--- config.mk ---
export PLATFORM = sky130hd
export DESIGN_NAME = packet_decoder
export DESIGN_NICKNAME = d
export VERILOG_FILES = /design/src/pd_pkg.sv /design/src/packet_decoder.sv /design/src/pd_block_buffer.sv /design/src/pd_byte_counter.sv /design/src/pd_controller.sv
export SDC_FILE = /design/constraint.sdc
export NUM_CORES = 1
export LEC_CHECK = 0
export BUFFER_PORTS_ARGS = -buffer_cell sky130_fd_sc_hd__buf_2
export CAP_MARGIN = 20
export CELL_PAD_IN_SITES_DETAIL_PLACEMENT = 1
export CELL_PAD_IN_SITES_GLOBAL_PLACEMENT = 2
export CORE_ASPECT_RATIO = 1.75
export CORE_MARGIN = 1.5
export CORE_UTILIZATION = 33
export CTS_CLUSTER_DIAMETER = 40
export DETAILED_ROUTE_END_ITERATION = 16
export GPL_ROUTABILITY_DRIVEN = 0
export PLACE_DENSITY = 0.89
export SYNTH_ARGS = -nofsm -noshare
export SYNTH_HDL_FRONTEND = slang
export SYNTH_HIERARCHICAL = 1
export SYNTH_SLANG_ARGS = --single-unit
--- constraint.sdc ---
create_clock -name clk -period 3.12 [get_ports clk]
set_input_delay 0 -clock clk [delete_from_list [all_inputs] [get_ports clk]]
set_output_delay 0 -clock clk [all_outputs]
set_load 0.02 [all_outputs]
--- src/pd_pkg.sv ---
// Shared PID, command and state encodings plus the bus structs of the packet decoder
package pd_pkg;

	// Index width bounds the block at 128 bytes
	localparam int INDEX_W = 7;

	// Accepted PID bytes, low nibble is the complement of the high nibble
	typedef enum logic [7:0] {
		IN_TOKEN  = 8'h69,
		OUT_TOKEN = 8'hE1,
		DATA0     = 8'hC3,
		DATA1     = 8'h4B
	} pid_t;

	// First payload byte of a DATA0 packet
	typedef enum logic [7:0] {
		CMD_INTERRUPT = 8'h00,
		CMD_HASH      = 8'h01
	} cmd_t;

	typedef enum logic [5:0] {
		IDLE,
		READ_PID,
		IN_ADDR_WAIT,
		IN_ADDR_CHECK,
		IN_EOP_WAIT,
		IN_EOP_END,
		HOST_READY,
		OUT_ADDR_WAIT,
		OUT_ADDR_CHECK,
		SKIP_EOP_WAIT,
		CMD_WAIT,
		CMD_CHECK,
		INTERRUPT,
		HALF1_WAIT,
		HALF1_WRITE,
		HALF2_WAIT,
		HALF2_WRITE,
		DATA_EOP_WAIT,
		BLOCK_EOP_WAIT,
		NEW_BLOCK,
		ACK_EOP_END,
		TRANSMIT_ACK,
		ERROR,
		ERROR_EOP_WAIT,
		ERROR_EOP_END,
		TRANSMIT_NACK
	} pd_state_t;

	// Byte stream from the receiver, eop is a level
	typedef struct packed {
		logic       valid;
		logic [7:0] data;
		logic       eop;
		logic       error;
	} rx_byte_t;

	typedef struct packed {
		logic               en;
		logic [INDEX_W-1:0] index;
		logic [7:0]         data;
	} wr_byte_t;

endpackage

--- src/packet_decoder.sv ---
// Top level of the receive-side packet decoder feeding the hash engine
`timescale 1ns/1ps

module packet_decoder #(
	parameter logic [6:0] DEVICE_ADDR = 7'h15,
	parameter int         BLOCK_BYTES = 16,
	parameter int         MAX_CREDITS = 2
) (
	input  logic                     clk,
	input  logic                     n_rst,
	input  pd_pkg::rx_byte_t         rx,
	input  logic                     credit_return,
	output logic                     transmit_ack,
	output logic                     transmit_nack,
	output logic                     host_ready,
	output logic                     quit_hash,
	output logic                     p_error,
	output logic                     block_valid,
	output logic [BLOCK_BYTES*8-1:0] block
);

	pd_pkg::wr_byte_t wr;
	logic [pd_pkg::INDEX_W-1:0] index;
	logic cnt_up;
	logic clr_cnt;
	logic half_done;
	logic block_done;
	logic block_pending;

	// Block must split into two equal halves and fit the index
	if (BLOCK_BYTES < 4 || BLOCK_BYTES > 128 || BLOCK_BYTES % 2 != 0) begin : g_bad_size
		$error("BLOCK_BYTES must be even and between 4 and 128");
	end

	pd_controller #(.DEVICE_ADDR(DEVICE_ADDR)) u_controller (
		.clk           (clk),
		.n_rst         (n_rst),
		.rx            (rx),
		.index         (index),
		.half_done     (half_done),
		.block_pending (block_pending),
		.wr            (wr),
		.cnt_up        (cnt_up),
		.clr_cnt       (clr_cnt),
		.block_done    (block_done),
		.transmit_ack  (transmit_ack),
		.transmit_nack (transmit_nack),
		.host_ready    (host_ready),
		.quit_hash     (quit_hash),
		.p_error       (p_error)
	);

	pd_byte_counter #(.BLOCK_BYTES(BLOCK_BYTES)) u_counter (
		.clk       (clk),
		.n_rst     (n_rst),
		.cnt_up    (cnt_up),
		.clr_cnt   (clr_cnt),
		.index     (index),
		.half_done (half_done)
	);

	pd_block_buffer #(.BLOCK_BYTES(BLOCK_BYTES), .MAX_CREDITS(MAX_CREDITS)) u_buffer (
		.clk           (clk),
		.n_rst         (n_rst),
		.wr            (wr),
		.block_done    (block_done),
		.credit_return (credit_return),
		.block_pending (block_pending),
		.block_valid   (block_valid),
		.block         (block)
	);

endmodule

--- src/pd_block_buffer.sv ---
// Assembles message blocks byte by byte and hands them to the hash engine under credits
`timescale 1ns/1ps

module pd_block_buffer #(
	parameter int BLOCK_BYTES = 16,
	parameter int MAX_CREDITS = 2
) (
	input  logic                       clk,
	input  logic                       n_rst,
	input  pd_pkg::wr_byte_t           wr,
	input  logic                       block_done,
	input  logic                       credit_return,
	output logic                       block_pending,
	output logic                       block_valid,
	output logic [BLOCK_BYTES*8-1:0]   block
);

	localparam int CREDIT_W = $clog2(MAX_CREDITS + 1);
	localparam logic [CREDIT_W-1:0] CREDIT_FULL = CREDIT_W'(MAX_CREDITS);

	logic [BLOCK_BYTES*8-1:0] block_q;
	logic [CREDIT_W-1:0] credits;

	// Byte 0 sits in the lowest lane
	always_ff @(posedge clk) begin
		if (wr.en)
			block_q[8 * wr.index +: 8] <= wr.data;
	end

	assign block = block_q;

	// A finished block waits here until a credit is available
	always_ff @(posedge clk, negedge n_rst) begin
		if (!n_rst)
			block_pending <= 1'b0;
		else if (block_done)
			block_pending <= 1'b1;
		else if (block_valid)
			block_pending <= 1'b0;
	end

	// One cycle issue pulse, clears pending in the same cycle
	assign block_valid = block_pending && (credits != '0);

	always_ff @(posedge clk, negedge n_rst) begin
		if (!n_rst) begin
			credits <= CREDIT_FULL;
		end else begin
			case ({block_valid, credit_return})
				2'b10: credits <= credits - 1'b1;
				2'b01: credits <= credits + 1'b1;
				default: credits <= credits;
			endcase
		end
	end

	// Controller must NACK data while a block is still held
	a_no_write_pending: assert property (@(posedge clk) disable iff (!n_rst)
		(wr.en || block_done) |-> !block_pending);

	// Engine returns a credit only for a block it has received
	a_no_credit_overflow: assert property (@(posedge clk) disable iff (!n_rst)
		credit_return |-> credits != CREDIT_FULL);

endmodule

--- src/pd_byte_counter.sv ---
// Payload byte index for block assembly, flags the last byte of each half block
`timescale 1ns/1ps

module pd_byte_counter #(
	parameter int BLOCK_BYTES = 16
) (
	input  logic                       clk,
	input  logic                       n_rst,
	input  logic                       cnt_up,
	input  logic                       clr_cnt,
	output logic [pd_pkg::INDEX_W-1:0] index,
	output logic                       half_done
);

	localparam int IW = pd_pkg::INDEX_W;
	localparam logic [IW-1:0] LAST = IW'(BLOCK_BYTES - 1);
	localparam logic [IW-1:0] HALF_LAST = IW'(BLOCK_BYTES / 2 - 1);

	always_ff @(posedge clk, negedge n_rst) begin
		if (!n_rst) begin
			index <= '0;
		end else if (clr_cnt) begin
			index <= '0;
		end else if (cnt_up) begin
			// Wrap after the final byte of the block
			if (index == LAST)
				index <= '0;
			else
				index <= index + 1'b1;
		end
	end

	assign half_done = (index == HALF_LAST) || (index == LAST);

	a_index_range: assert property (@(posedge clk) disable iff (!n_rst)
		index <= LAST);

endmodule

--- src/pd_controller.sv ---
// Packet decoding FSM: walks tokens and data packets, drives buffer writes and responses
`timescale 1ns/1ps

module pd_controller #(
	parameter logic [6:0] DEVICE_ADDR = 7'h15
) (
	input  logic                         clk,
	input  logic                         n_rst,
	input  pd_pkg::rx_byte_t             rx,
	input  logic [pd_pkg::INDEX_W-1:0]   index,
	input  logic                         half_done,
	input  logic                         block_pending,
	output pd_pkg::wr_byte_t             wr,
	output logic                         cnt_up,
	output logic                         clr_cnt,
	output logic                         block_done,
	output logic                         transmit_ack,
	output logic                         transmit_nack,
	output logic                         host_ready,
	output logic                         quit_hash,
	output logic                         p_error
);

	pd_pkg::pd_state_t state;
	pd_pkg::pd_state_t next_state;

	logic [7:0] byte_q;
	logic out_seen;
	logic out_seen_set;
	logic out_seen_clr;
	logic wr_en;
	logic in_packet;
	logic is_data_pid;

	// Last received byte, examined one cycle after its strobe
	always_ff @(posedge clk) begin
		if (rx.valid)
			byte_q <= rx.data;
	end

	always_ff @(posedge clk, negedge n_rst) begin
		if (!n_rst) begin
			state <= pd_pkg::IDLE;
			out_seen <= 1'b0;
		end else begin
			state <= next_state;
			if (out_seen_set)
				out_seen <= 1'b1;
			else if (out_seen_clr)
				out_seen <= 1'b0;
		end
	end

	assign wr = '{en: wr_en, index: index, data: byte_q};

	assign is_data_pid = (byte_q == pd_pkg::DATA0) || (byte_q == pd_pkg::DATA1);

	// States where a receive error aborts the packet
	assign in_packet = !(state inside {pd_pkg::IDLE, pd_pkg::SKIP_EOP_WAIT, pd_pkg::NEW_BLOCK,
		pd_pkg::ERROR, pd_pkg::ERROR_EOP_WAIT, pd_pkg::ERROR_EOP_END,
		pd_pkg::TRANSMIT_ACK, pd_pkg::TRANSMIT_NACK, pd_pkg::HOST_READY});

	always_comb begin
		next_state = state;
		wr_en = 1'b0;
		cnt_up = 1'b0;
		clr_cnt = 1'b0;
		block_done = 1'b0;
		transmit_ack = 1'b0;
		transmit_nack = 1'b0;
		host_ready = 1'b0;
		quit_hash = 1'b0;
		p_error = 1'b0;
		out_seen_set = 1'b0;
		out_seen_clr = 1'b0;

		case (state)
			pd_pkg::IDLE: begin
				if (rx.valid)
					next_state = rx.error ? pd_pkg::ERROR : pd_pkg::READ_PID;
			end
			pd_pkg::READ_PID: begin
				if (byte_q[3:0] != ~byte_q[7:4])
					next_state = pd_pkg::ERROR;
				else if (byte_q == pd_pkg::IN_TOKEN)
					next_state = pd_pkg::IN_ADDR_WAIT;
				else if (byte_q == pd_pkg::OUT_TOKEN)
					next_state = pd_pkg::OUT_ADDR_WAIT;
				else if (is_data_pid && out_seen && block_pending)
					next_state = pd_pkg::ERROR;
				else if (byte_q == pd_pkg::DATA0 && out_seen)
					next_state = pd_pkg::CMD_WAIT;
				else if (byte_q == pd_pkg::DATA1 && out_seen)
					next_state = pd_pkg::HALF2_WAIT;
				else
					next_state = pd_pkg::SKIP_EOP_WAIT;
			end
			pd_pkg::IN_ADDR_WAIT: begin
				if (rx.valid)
					next_state = pd_pkg::IN_ADDR_CHECK;
				else if (rx.eop)
					next_state = pd_pkg::IDLE;
			end
			pd_pkg::IN_ADDR_CHECK: begin
				if (byte_q[6:0] == DEVICE_ADDR)
					next_state = pd_pkg::IN_EOP_WAIT;
				else
					next_state = pd_pkg::SKIP_EOP_WAIT;
			end
			pd_pkg::IN_EOP_WAIT: begin
				if (rx.eop)
					next_state = pd_pkg::IN_EOP_END;
			end
			pd_pkg::IN_EOP_END: begin
				if (!rx.eop)
					next_state = pd_pkg::HOST_READY;
			end
			pd_pkg::HOST_READY: begin
				host_ready = 1'b1;
				next_state = pd_pkg::IDLE;
			end
			pd_pkg::OUT_ADDR_WAIT: begin
				if (rx.valid)
					next_state = pd_pkg::OUT_ADDR_CHECK;
				else if (rx.eop)
					next_state = pd_pkg::IDLE;
			end
			pd_pkg::OUT_ADDR_CHECK: begin
				// An OUT to another device disarms the data path
				out_seen_set = (byte_q[6:0] == DEVICE_ADDR);
				out_seen_clr = (byte_q[6:0] != DEVICE_ADDR);
				next_state = pd_pkg::SKIP_EOP_WAIT;
			end
			pd_pkg::SKIP_EOP_WAIT: begin
				if (rx.eop)
					next_state = pd_pkg::IDLE;
			end
			pd_pkg::CMD_WAIT: begin
				if (rx.valid)
					next_state = pd_pkg::CMD_CHECK;
				else if (rx.eop)
					next_state = pd_pkg::ERROR;
			end
			pd_pkg::CMD_CHECK: begin
				if (byte_q == pd_pkg::CMD_INTERRUPT) begin
					next_state = pd_pkg::INTERRUPT;
				end else if (byte_q == pd_pkg::CMD_HASH) begin
					clr_cnt = 1'b1;
					next_state = pd_pkg::HALF1_WAIT;
				end else begin
					next_state = pd_pkg::ERROR;
				end
			end
			pd_pkg::INTERRUPT: begin
				quit_hash = 1'b1;
				next_state = pd_pkg::DATA_EOP_WAIT;
			end
			pd_pkg::HALF1_WAIT: begin
				if (rx.valid)
					next_state = pd_pkg::HALF1_WRITE;
				else if (rx.eop)
					next_state = pd_pkg::ERROR;
			end
			pd_pkg::HALF1_WRITE: begin
				wr_en = 1'b1;
				cnt_up = 1'b1;
				next_state = half_done ? pd_pkg::DATA_EOP_WAIT : pd_pkg::HALF1_WAIT;
			end
			pd_pkg::HALF2_WAIT: begin
				if (rx.valid)
					next_state = pd_pkg::HALF2_WRITE;
				else if (rx.eop)
					next_state = pd_pkg::ERROR;
			end
			pd_pkg::HALF2_WRITE: begin
				wr_en = 1'b1;
				cnt_up = 1'b1;
				next_state = half_done ? pd_pkg::BLOCK_EOP_WAIT : pd_pkg::HALF2_WAIT;
			end
			pd_pkg::DATA_EOP_WAIT: begin
				if (rx.eop)
					next_state = pd_pkg::ACK_EOP_END;
			end
			pd_pkg::BLOCK_EOP_WAIT: begin
				if (rx.eop)
					next_state = pd_pkg::NEW_BLOCK;
			end
			pd_pkg::NEW_BLOCK: begin
				block_done = 1'b1;
				clr_cnt = 1'b1;
				next_state = rx.eop ? pd_pkg::ACK_EOP_END : pd_pkg::TRANSMIT_ACK;
			end
			pd_pkg::ACK_EOP_END: begin
				if (!rx.eop)
					next_state = pd_pkg::TRANSMIT_ACK;
			end
			pd_pkg::TRANSMIT_ACK: begin
				transmit_ack = 1'b1;
				next_state = pd_pkg::IDLE;
			end
			pd_pkg::ERROR: begin
				p_error = 1'b1;
				clr_cnt = 1'b1;
				next_state = pd_pkg::ERROR_EOP_WAIT;
			end
			pd_pkg::ERROR_EOP_WAIT: begin
				if (rx.eop)
					next_state = pd_pkg::ERROR_EOP_END;
			end
			pd_pkg::ERROR_EOP_END: begin
				if (!rx.eop)
					next_state = pd_pkg::TRANSMIT_NACK;
			end
			pd_pkg::TRANSMIT_NACK: begin
				transmit_nack = 1'b1;
				next_state = pd_pkg::IDLE;
			end
			default: next_state = pd_pkg::IDLE;
		endcase

		// Receive error forces the NACK path
		if (rx.error && in_packet)
			next_state = pd_pkg::ERROR;
	end

	a_one_response: assert property (@(posedge clk) disable iff (!n_rst)
		$onehot0({transmit_ack, transmit_nack, host_ready}));

	a_no_write_idle: assert property (@(posedge clk) disable iff (!n_rst)
		state == pd_pkg::IDLE |-> !wr.en);

endmodule

==> results.md, run 1 <==
* Final Hold Vio Count at 0
* Setup-failing EPs final at 0
* Synth Flop Type: edfxtp_1
* Final slew viol count at 0
* Largest net degree at the start of global routing at 36
* Core Region at 22,700 um^2
* Most frequent cell after synthesis: edfxtp_1
* WHS Endpoint: u_controller/byte_q[5]
* Cell taking the most area after synthesis: edfxtp_1
* Final wirelength at 22,900 um
* Row count at 73
* DP HPWL at 17,000 um
* Inserted Diodes at 0
* Max FO, Critical Path at 18
* Worst-path clk slew at about 60 ps
* Avg WL per Cell at 20.1 um
* RSZ-0062 raised after global routing: false
* Crit path time final at 2630 ps
* Starting Density at approximately 34%
* First DRT Iteration DRCs at about 340
* EDFF count, synth at ~140
* CTS tree: yes
* Commonest cells in the netlist: edfxtp_1, nor2_1, nand2_1
* I/O Buffers at between 100 and 150
* Worst Hold Class: primary input to flip-flop
* Crit path DAT at 2950 ps
* First-pass GRT wire length at 34,600 um
* Die Span X at 118 um
* Ranking of synthesized cells by area: edfxtp_1, nor2_1, dfrtp_1
* Worst Max-Slew Pin Slew at 917 ps
* Clock Sinks at 153
* Vias per inst at 5.16
* # DRC at 0
* Fmax at 380 MHz
* GRT Resource Usage Total at between 10% and 20%
* Pwr/cell area at 761 nW/um^2
* Pleak at 3.59 nW
* Post-Syn Instances at roughly 650
* Synth Warn # at 6
* Area after DPL at 8740 um^2
* Num CTS Buffers at 17
* Slack of the worst reg-to-reg path at 490 ps
* Rel. slew slack at 38.9%
* Final period util at 84.4%
* Register area share after synthesis at 59.3%
* Final ANT Viol Nets at 0
* Final Cell Area at 9460 um^2
* Layout area overhead at 24.4%
* I/O Pins at 148
* Maximum VDD drop at 0.509 mV
* Syn Area/Cell at 11.6 um^2
* CP Class: flip-flop to flip-flop
* Die footprint at 24,000 um^2
* Syn_nets at between 600 and 700
* Fill count at 2,548
* Initial antenna violation count at 0
* CP startpoint kind: flip-flop
* Reg2reg end: u_controller/state[3]
* # nets final at 846
* CTS Root Cell: clkbuf_16
* Postcts setup bufs at 0
* Worst-case clock buffer depth at 2
* Max cap viols at 0
* Worst Hold Path Cells at 1
* RR Startpoint: u_controller/state[0]
* TritonRoute pass-1 iters at 4
* Cell variety after synth at 85
* Clock H-tree levels at 4
* Final setup skew at 11.4 ps
* Fraction of layout cells with a size suffix above 1 at 31.9%
* Ys async rst share at 11.1%
* #FFs+latches synth at between 150 and 200
* Die Height at about 200 um
* Hold Path Origin: rx[10]
* Vias in the first global route at 6,185
* Post-synth design cell area at 7600 um^2
* Clock Latency Late Sink at 440 ps
* Congestion Overflow GR at 0
* Worst Path Required at 3440 ps
* Finished Core Util at 41.8%
* Yosys top cell area share at a little over half
* Status: finished clean
* CP Capture Type: flip-flop
* Post-CTS Resized at 0
* Via total after detailed routing at 5,889
* Reg2reg path depth at 7
[worst max path at each step]
stage                                from                     to  slack [ps]
floorplan           u_controller/state[2]     u_buffer/block[40]        -110
global placement    u_controller/state[0]  u_controller/state[3]         580
detailed placement     u_counter/index[0]     u_buffer/block[89]         550
CTS                    u_counter/index[0]     u_buffer/block[89]         510
global route        u_controller/state[0]  u_controller/state[3]         350
finish              u_controller/state[0]  u_controller/state[3]         490
[state kept, by name, indices dropped and copies added (netlist names)]
register and cells:
u_buffer/block_pending 1, u_buffer/credits 2, u_counter/index 7, u_controller/state 6
u_controller/byte_q 8, u_controller/out_seen 1, u_buffer/block 128
[per-layer routing]
metal / wire [um] / vias up / global-route usage [%]
li1: - / 2719 / -
met1: 7950 / 2928 / 17.7
met2: 13200 / 181 / 38.6
met3: 772 / 61 / 3.27
met4: 986 / 0 / 10.5
met5: 0 / - / 0
[timing repair]
| action | in CTS | in global routing |
|---|---|---|
| endpoints found under the hold margin | 28 | 0 |
| endpoints found under the setup margin | 0 | 0 |
| hold buffers | 11 | 0 |
[critical path, cell delays in order, from the launching register on]
cell	delay (ps)
dfrtp_1	760
buf_4	260
nor2b_1	330
and2_1	300
o311ai_0	250
o22ai_1	210
nor3_1	80
o32ai_1	310
[kinds of logic after synthesis]
family,Yosys count,share of synthesized area (%)
muxes,5,0.675
and+or+nand+nor,329,23.2
AOI/OAI and AO/OA,89,9.43
other,1,0.0493
xor gates and xnor gates,15,1.97
adders and majority gates,4,0.658
DFF,153,59.3
buffers and inverters,57,4.66
[where the power goes]
part | internal (mW) | leakage [nW] | switching (mW)
Clock | 1.34 | 0.300 | 0.816
Combinational | 0.801 | 1.81 | 1.76
Sequential | 2.38 | 1.48 | 0.104
[final cells by class]
type	instances	area, um^2	area share [%]
Clock inverter	12	174	1.84
Timing Repair Buffer	202	1180	12.4
Sequential cell	153	4510	47.7
Tap cell	300	375	3.97
Inverter	11	41.3	0.437
Multi-Input combinational cell	443	2750	29.0
Clock buffer	20	437	4.62
[placed cells by master (no fill, tap or decap), types with 6 or more instances in the layout]
cell type / instances
edfxtp_1: 136
o21ai_0: 15
nor2b_1: 13
a21o_1: 6
or3_1: 7
nor2_2: 21
nand2b_1: 11
nor3b_1: 8
nor3_1: 18
dlygate4sd3_1: 11
dfrtp_1: 16
and2_1: 13
a21oi_1: 13
and3_1: 20
buf_4: 44
nor2_1: 107
xor2_1: 6
xnor2_1: 8
buf_2: 147
nand2_1: 42
clkbuf_16: 17
nand3_1: 22
inv_1: 11
[per-stage QoR]
stage	hold WS [ps]	setup slack [ps]	TNS [ps]	total power [mW]	cells
floorplan	-296	-109	-4640	4.48	653
global placement	-35.3	583	0	4.98	1098
detailed placement	-36.2	548	0	5.04	1098
CTS	18.3	511	0	7.22	1141
global route	46.8	352	0	7.51	1141
finish	26.2	488	0	7.20	1141
(Power assumes the default switching activity.)
==> run 2: changes to the inputs <==
==> constraint.sdc (replaced) <==
create_clock -name clk -period 2.4 [get_ports clk]
set_input_delay 0 -clock clk [delete_from_list [all_inputs] [get_ports clk]]
set_output_delay 0 -clock clk [all_outputs]
set_load 0.02 [all_outputs]
==> results.md, run 2 (synthesized netlist as in run 1, its figures left out) <==
* Max cap viols at 0 (unchanged)
* Worst Hold Class: primary input to asynchronous set/reset pin
* Core Region at 22,700 um^2 (unchanged)
* Vias in the first global route at 6,399 (+3.5%)
* Maximum VDD drop at 0.571 mV (+12%)
* Final slew viol count at 0 (unchanged)
* Pwr/cell area at 977 nW/um^2 (+28%)
* Slowest CP cell: dfrtp_1
* Worst-case clock buffer depth at 2 (unchanged)
* # nets final at 884 (+4.5%)
* Fraction of layout cells with a size suffix above 1 at 38.0% (+6.1 points)
* DP HPWL at 18,300 um (+7.9%)
* # DRC at 0 (unchanged)
* I/O Buffers at 147 (unchanged)
* CTS tree: yes
* RR Startpoint: u_counter/index[0]
* Die Height at 204 um (unchanged)
* Largest net degree at the start of global routing at 37 (+2.8%)
* RSZ-0062 raised after global routing: true
* Final period util at 99.0% (+15 points)
* Worst path bufs/invs at 2 (+1)
* Clock H-tree levels at 4 (unchanged)
* Rel. slew slack at 51.9% (+13 points)
* Status: finished clean
* Max FO, Critical Path at 8 (-10)
* Inserted Diodes at 0 (unchanged)
* Final Hold Slack at 48.8 ps (+22.6 ps)
* CP startpoint kind: flip-flop
* Final wirelength at 23,800 um (+4.1%)
* CP Capture Type: flip-flop
* I/O Pins at 148 (unchanged)
* Pleak at 3.88 nW (+8.1%)
* Area after DPL at 9140 um^2 (+4.6%)
* Congestion Overflow GR at 0 (unchanged)
* Die footprint at 24,000 um^2 (unchanged)
* Initial antenna violation count at 0 (unchanged)
* Starting Density at 33.6% (unchanged)
* Layout area overhead at 31.8%
* Crit path DAT at 2490 ps (-460 ps)
* Final Hold Vio Count at 0 (unchanged)
* CTS Root Cell: clkbuf_16
* Reg2reg path depth at 10 (+3)
* Crit-path leading delay family: simple AND/OR/NAND/NOR gates
* Worst Max-Slew Pin Slew at 714 ps (-203 ps)
* Clock Sinks at 153 (unchanged)
* Fmax at 421 MHz (+11%)
* Clock Latency Late Sink at 440 ps (about the same)
* Num CTS Buffers at 17 (unchanged)
* Die Span X at 118 um (unchanged)
* Worst-path clk slew at 60 ps (about the same)
* Avg WL per Cell at 20.2 um (+0.75%)
* Commonest non-fill, non-tap cell in the layout: buf_2
* Final ANT Viol Nets at 0 (unchanged)
* CP Class: flip-flop to flip-flop
* Crit path time final at 2380 ps (-256 ps)
* Worst Path Required at 2520 ps (-920 ps)
* First-pass GRT wire length at 35,700 um (+2.9%)
* Fill count at 2,513 (-1.4%)
* Reg2reg end: u_buffer/block[100]
* Final setup skew at 8.06 ps (-3.31 ps)
* Slack of the worst reg-to-reg path at 20 ps (-460 ps)
* Final Cell Area at 10,000 um^2 (+6.0%)
* Setup-failing EPs final at 0 (unchanged)
* Via total after detailed routing at 6,104 (+3.7%)
* Vias per inst at 5.18 (+0.31%)
* First DRT Iteration DRCs at 379 (+12%)
* CP Cell Sequence: inv_2, ha_4, nor2b_4, and3b_1, ha_1, nand3b_1, nor4_4, nand2b_2, buf_12, nor2_4
* GRT Resource Usage Total at 19.8% (+0.68 points)
* Largest stage delay on the critical path at 370 ps (-390 ps)
* TritonRoute pass-1 iters at 4 (unchanged)
* Row count at 73 (unchanged)
* Most frequent cells in the layout: buf_2, edfxtp_1, nor2_1, buf_4, nand2_1
* Largest register FFs at 128 (unchanged)
## run 2: cell types whose count changed in the layout (fill, tap and decap cells not counted), sizes merged
cell and delta:
buf +38, clkbuf -3, bufinv -3, clkinv -2, clkinvlp +4, inv +4
## run 2: power breakdown
part | total (mW) | switching, mW | leakage (nW) | internal, mW
Combinational | 4.01 | 2.60 | 2.13 | 1.41
Sequential | 3.23 | 0.132 | 1.48 | 3.10
Clock | 2.56 | 1.11 | 0.268 | 1.44
Total | 9.80 | 3.84 | 3.88 | 5.95
## run 2: worst reg2reg max path, delay by kind of cell (launching register included)
| kind | cells | cell delay [ps] |
|---|---|---|
| flip-flops | 1 | 370 |
| AND/OR/NAND/NOR | 6 | 1010 |
| buffers and inverters | 2 | 230 |
| adder cells (fa/ha/maj) | 2 | 440 |
## run 2: metal layers
layer	vias to the layer above	track usage (%)	wire length, um
met3	85	4.19	978
li1	2801	-	-
met5	-	0	0
met2	226	39.5	13500
met4	0	13.5	1580
met1	2992	17.2	7760
## run 2: worst max-delay path by stage
| stage | from | to | depth (start not counted) |
|---|---|---|---|
| 3_3_place_gp | u_counter/index[0] | u_buffer/block[100] | 9 |
| 5_1_grt | u_counter/index[0] | u_buffer/block[100] | 10 |
| 3_5_place_dp | u_counter/index[0] | u_buffer/block[100] | 9 |
| 4_1_cts | u_counter/index[0] | u_buffer/block[100] | 10 |
| 2_1_floorplan | u_counter/index[1] | u_buffer/block[88] | 12 |
| 6_report | u_counter/index[0] | u_buffer/block[100] | 10 |
## run 2: through the flow
step / total power [mW] / std cells / util [%] / setup slack [ps] / TNS (ps)
after floorplan: 6.02 / 653 / - / -219 / -21260
after global placement: 7.05 / 1123 / 40.3 / 22.5 / 0
after detailed placement: 7.14 / 1123 / 40.3 / -72.2 / -3120
after CTS: 9.76 / 1173 / 43.8 / 5.73 / 0
after global routing: 10.2 / 1179 / 44.3 / -124 / -8590
final: 9.80 / 1179 / 44.3 / 23.7 / 0
## run 2: cell type report
cell class	count	area, um^2	area share, %
tap	300	375	3.74
inverter	11	41.3	0.412
clock buffer	17	425	4.24
multi-input combinational	443	2970	29.6
timing repair buffer	240	1560	15.6
sequential	153	4510	45.0
clock inverter	15	144	1.44
## run 2: timing repair
action	CTS	global route
pin swaps	5	7
hold buffers	11	0
setup buffers	7	6
endpoints found under the hold margin	28	0
gates resized for setup	4	8
setup endpoints to repair	88	112
==> run 3: changes to the inputs <==
--- a/config.mk
+++ b/config.mk
@@ -15,7 +15,7 @@
 export CTS_CLUSTER_DIAMETER = 40
 export DETAILED_ROUTE_END_ITERATION = 16
 export GPL_ROUTABILITY_DRIVEN = 0
-export PLACE_DENSITY = 0.89
+export PLACE_DENSITY = 0.82
 export SYNTH_ARGS = -nofsm -noshare
 export SYNTH_HDL_FRONTEND = slang
 export SYNTH_HIERARCHICAL = 1
==> results.md, run 3 (synthesized netlist as in run 1, its figures left out) <==
* Num CTS Buffers at 17 (unchanged)
* Worst-case clock buffer depth at 2 (unchanged)
* Via total after detailed routing at 6,059 (-0.74%)
* Die Height at 204 um (unchanged)
* Layout area overhead at 33.0%
* CP Capture Type: flip-flop
* Inserted Diodes at 0 (unchanged)
* RR Startpoint: u_counter/index[1]
* First-pass GRT wire length at 34,800 um (-2.5%)
* Final Hold Vio Count at 0 (unchanged)
* Worst Hold Class: primary input to asynchronous set/reset pin
* Final period util at 103% (+3.8 points)
* Pwr/cell area at 977 nW/um^2 (about the same)
* Max FO, Critical Path at 8 (unchanged)
* # nets final at 887 (+0.34%)
* # DRC at 0 (unchanged)
* Congestion Overflow GR at 0 (unchanged)
* Failing checks: negative setup slack
* Clock Sinks at 153 (unchanged)
* Slowest CP cell: dfrtp_1
* TritonRoute pass-1 iters at 5 (+1)
* Finished Core Util at 44.7% (+0.40 points)
* Die footprint at 24,000 um^2 (unchanged)
* Worst Max-Slew Pin Slew at 665 ps (-48.7 ps)
* CP Cell Sequence: inv_2, ha_4, nor2b_4, and3b_1, ha_1, nand3b_1, nor4_4, nand2b_2, buf_12, nor2_4
* Commonest non-fill, non-tap cell in the layout: buf_2
* Row count at 73 (unchanged)
* Clock H-tree levels at 4 (unchanged)
* Maximum VDD drop at 0.401 mV (-30%)
* Status: finished, violations left
* Final slew viol count at 0 (unchanged)
* Avg WL per Cell at 19.6 um (-2.9%)
* Setup total negative slack at -2290 ps (-2290 ps)
* I/O Buffers at 147 (unchanged)
* Most frequent cells in the layout: buf_2, edfxtp_1, nor2_1, buf_4, nand2_1
* RSZ-0062 raised after global routing: true
* Core Region at 22,700 um^2 (unchanged)
* Worst Path Required at 2510 ps (about the same)
* Worst-path clk slew at 70 ps (about the same)
* Final ANT Viol Nets at 0 (unchanged)
* Rel. slew slack at 55.2% (+3.3 points)
* Vias per inst at 5.13 (-0.91%)
* Starting Density at 33.6% (unchanged)
* GRT Resource Usage Total at 19.3% (-0.48 points)
* Fmax at 405 MHz (-3.7%)
* Largest net degree at the start of global routing at 27 (-27%)
* Initial antenna violation count at 0 (unchanged)
* Final setup skew at 10.8 ps (+2.77 ps)
* Fraction of layout cells with a size suffix above 1 at 37.8% (-0.20 points)
* Largest register FFs at 128 (unchanged)
* Clock Latency Late Sink at 430 ps (about the same)
* Pleak at 3.91 nW (+0.79%)
* Crit path time final at 2470 ps (+91.0 ps)
* First DRT Iteration DRCs at 308 (-19%)
* Final Cell Area at 10,100 um^2 (+0.91%)
* CP startpoint kind: flip-flop
* Reg2reg path depth at 10 (unchanged)
* Fill count at 2,508 (-0.20%)
* Vias in the first global route at 6,154 (-3.8%)
* CP Class: flip-flop to flip-flop
* Worst path bufs/invs at 2 (unchanged)
* Reg2reg end: u_buffer/block[101]
* CTS tree: yes
* Final wirelength at 23,200 um (-2.7%)
* Largest stage delay on the critical path at 370 ps (about the same)
* Final worst slack at -67.3 ps (-91.0 ps)
* Setup-failing EPs final at 71 (+71)
* Max cap viols at 0 (unchanged)
* Slack of the worst reg-to-reg path at -70 ps (-90 ps)
* CTS Root Cell: clkbuf_16
* Die Span X at 118 um (unchanged)
* Crit path DAT at 2570 ps (+80 ps)
* Area after DPL at 9180 um^2 (+0.49%)
* DP HPWL at 17,800 um (-3.0%)
* I/O Pins at 148 (unchanged)
* Crit-path leading delay family: simple AND/OR/NAND/NOR gates
run 3: how the worst max path moves through the flow:
stage | depth (start not counted) | startpoint | slack, ps | end
3_3_place_gp | 8 | u_counter/index[5] | -20 | u_controller/state[2]
4_1_cts | 8 | u_counter/index[1] | -10 | u_buffer/block[108]
2_1_floorplan | 12 | u_counter/index[1] | -220 | u_buffer/block[88]
3_5_place_dp | 9 | u_counter/index[0] | -70 | u_buffer/block[12]
5_1_grt | 10 | u_counter/index[1] | -150 | u_buffer/block[101]
6_report | 10 | u_counter/index[1] | -70 | u_buffer/block[101]
run 3: repair_timing:
action                                 CTS  global route
buffers inserted                         2            12
setup endpoints to repair               65           135
hold buffers                            12             0
pin swaps                                3            11
gates resized for setup                  3             8
endpoints found under the hold margin   36             0
run 3: layer usage:
layer / up-vias / GRT usage (%) / share of wire, %
met3: 57 / 3.97 / 4.1
met1: 2988 / 18.6 / 35
met5: - / 0 / 0
met4: 0 / 12.3 / 5.2
li1: 2805 / - / -
met2: 209 / 36.9 / 56
run 3: final cells by class:
class | instances | area (um^2) | share of cell area (%)
Tap cell | 300 | 375 | 3.71
Sequential cell | 153 | 4510 | 44.6
Timing Repair Buffer | 243 | 1660 | 16.4
Inverter | 11 | 41.3 | 0.408
Multi-Input combinational cell | 443 | 2970 | 29.4
Clock buffer | 19 | 433 | 4.28
Clock inverter | 12 | 126 | 1.25
run 3: per-stage QoR:
| stage | setup slack (ps) | cells | total power, mW | hold slack [ps] |
|---|---|---|---|---|
| floorplan | -219 | 653 | 6.02 | -296 |
| global placement | -19.1 | 1124 | 7.11 | -35.9 |
| detailed placement | -73.7 | 1124 | 7.17 | -30.8 |
| CTS | -9.94 | 1169 | 9.76 | 75.8 |
| global route | -154 | 1181 | 10.3 | 103 |
| finish | -67.3 | 1181 | 9.89 | 57.8 |
run 3: power breakdown:
part           internal [mW]  switching (mW)
combinational           1.54            2.59
clock                   1.52            1.03
sequential              3.10           0.123
total                   6.15            3.74
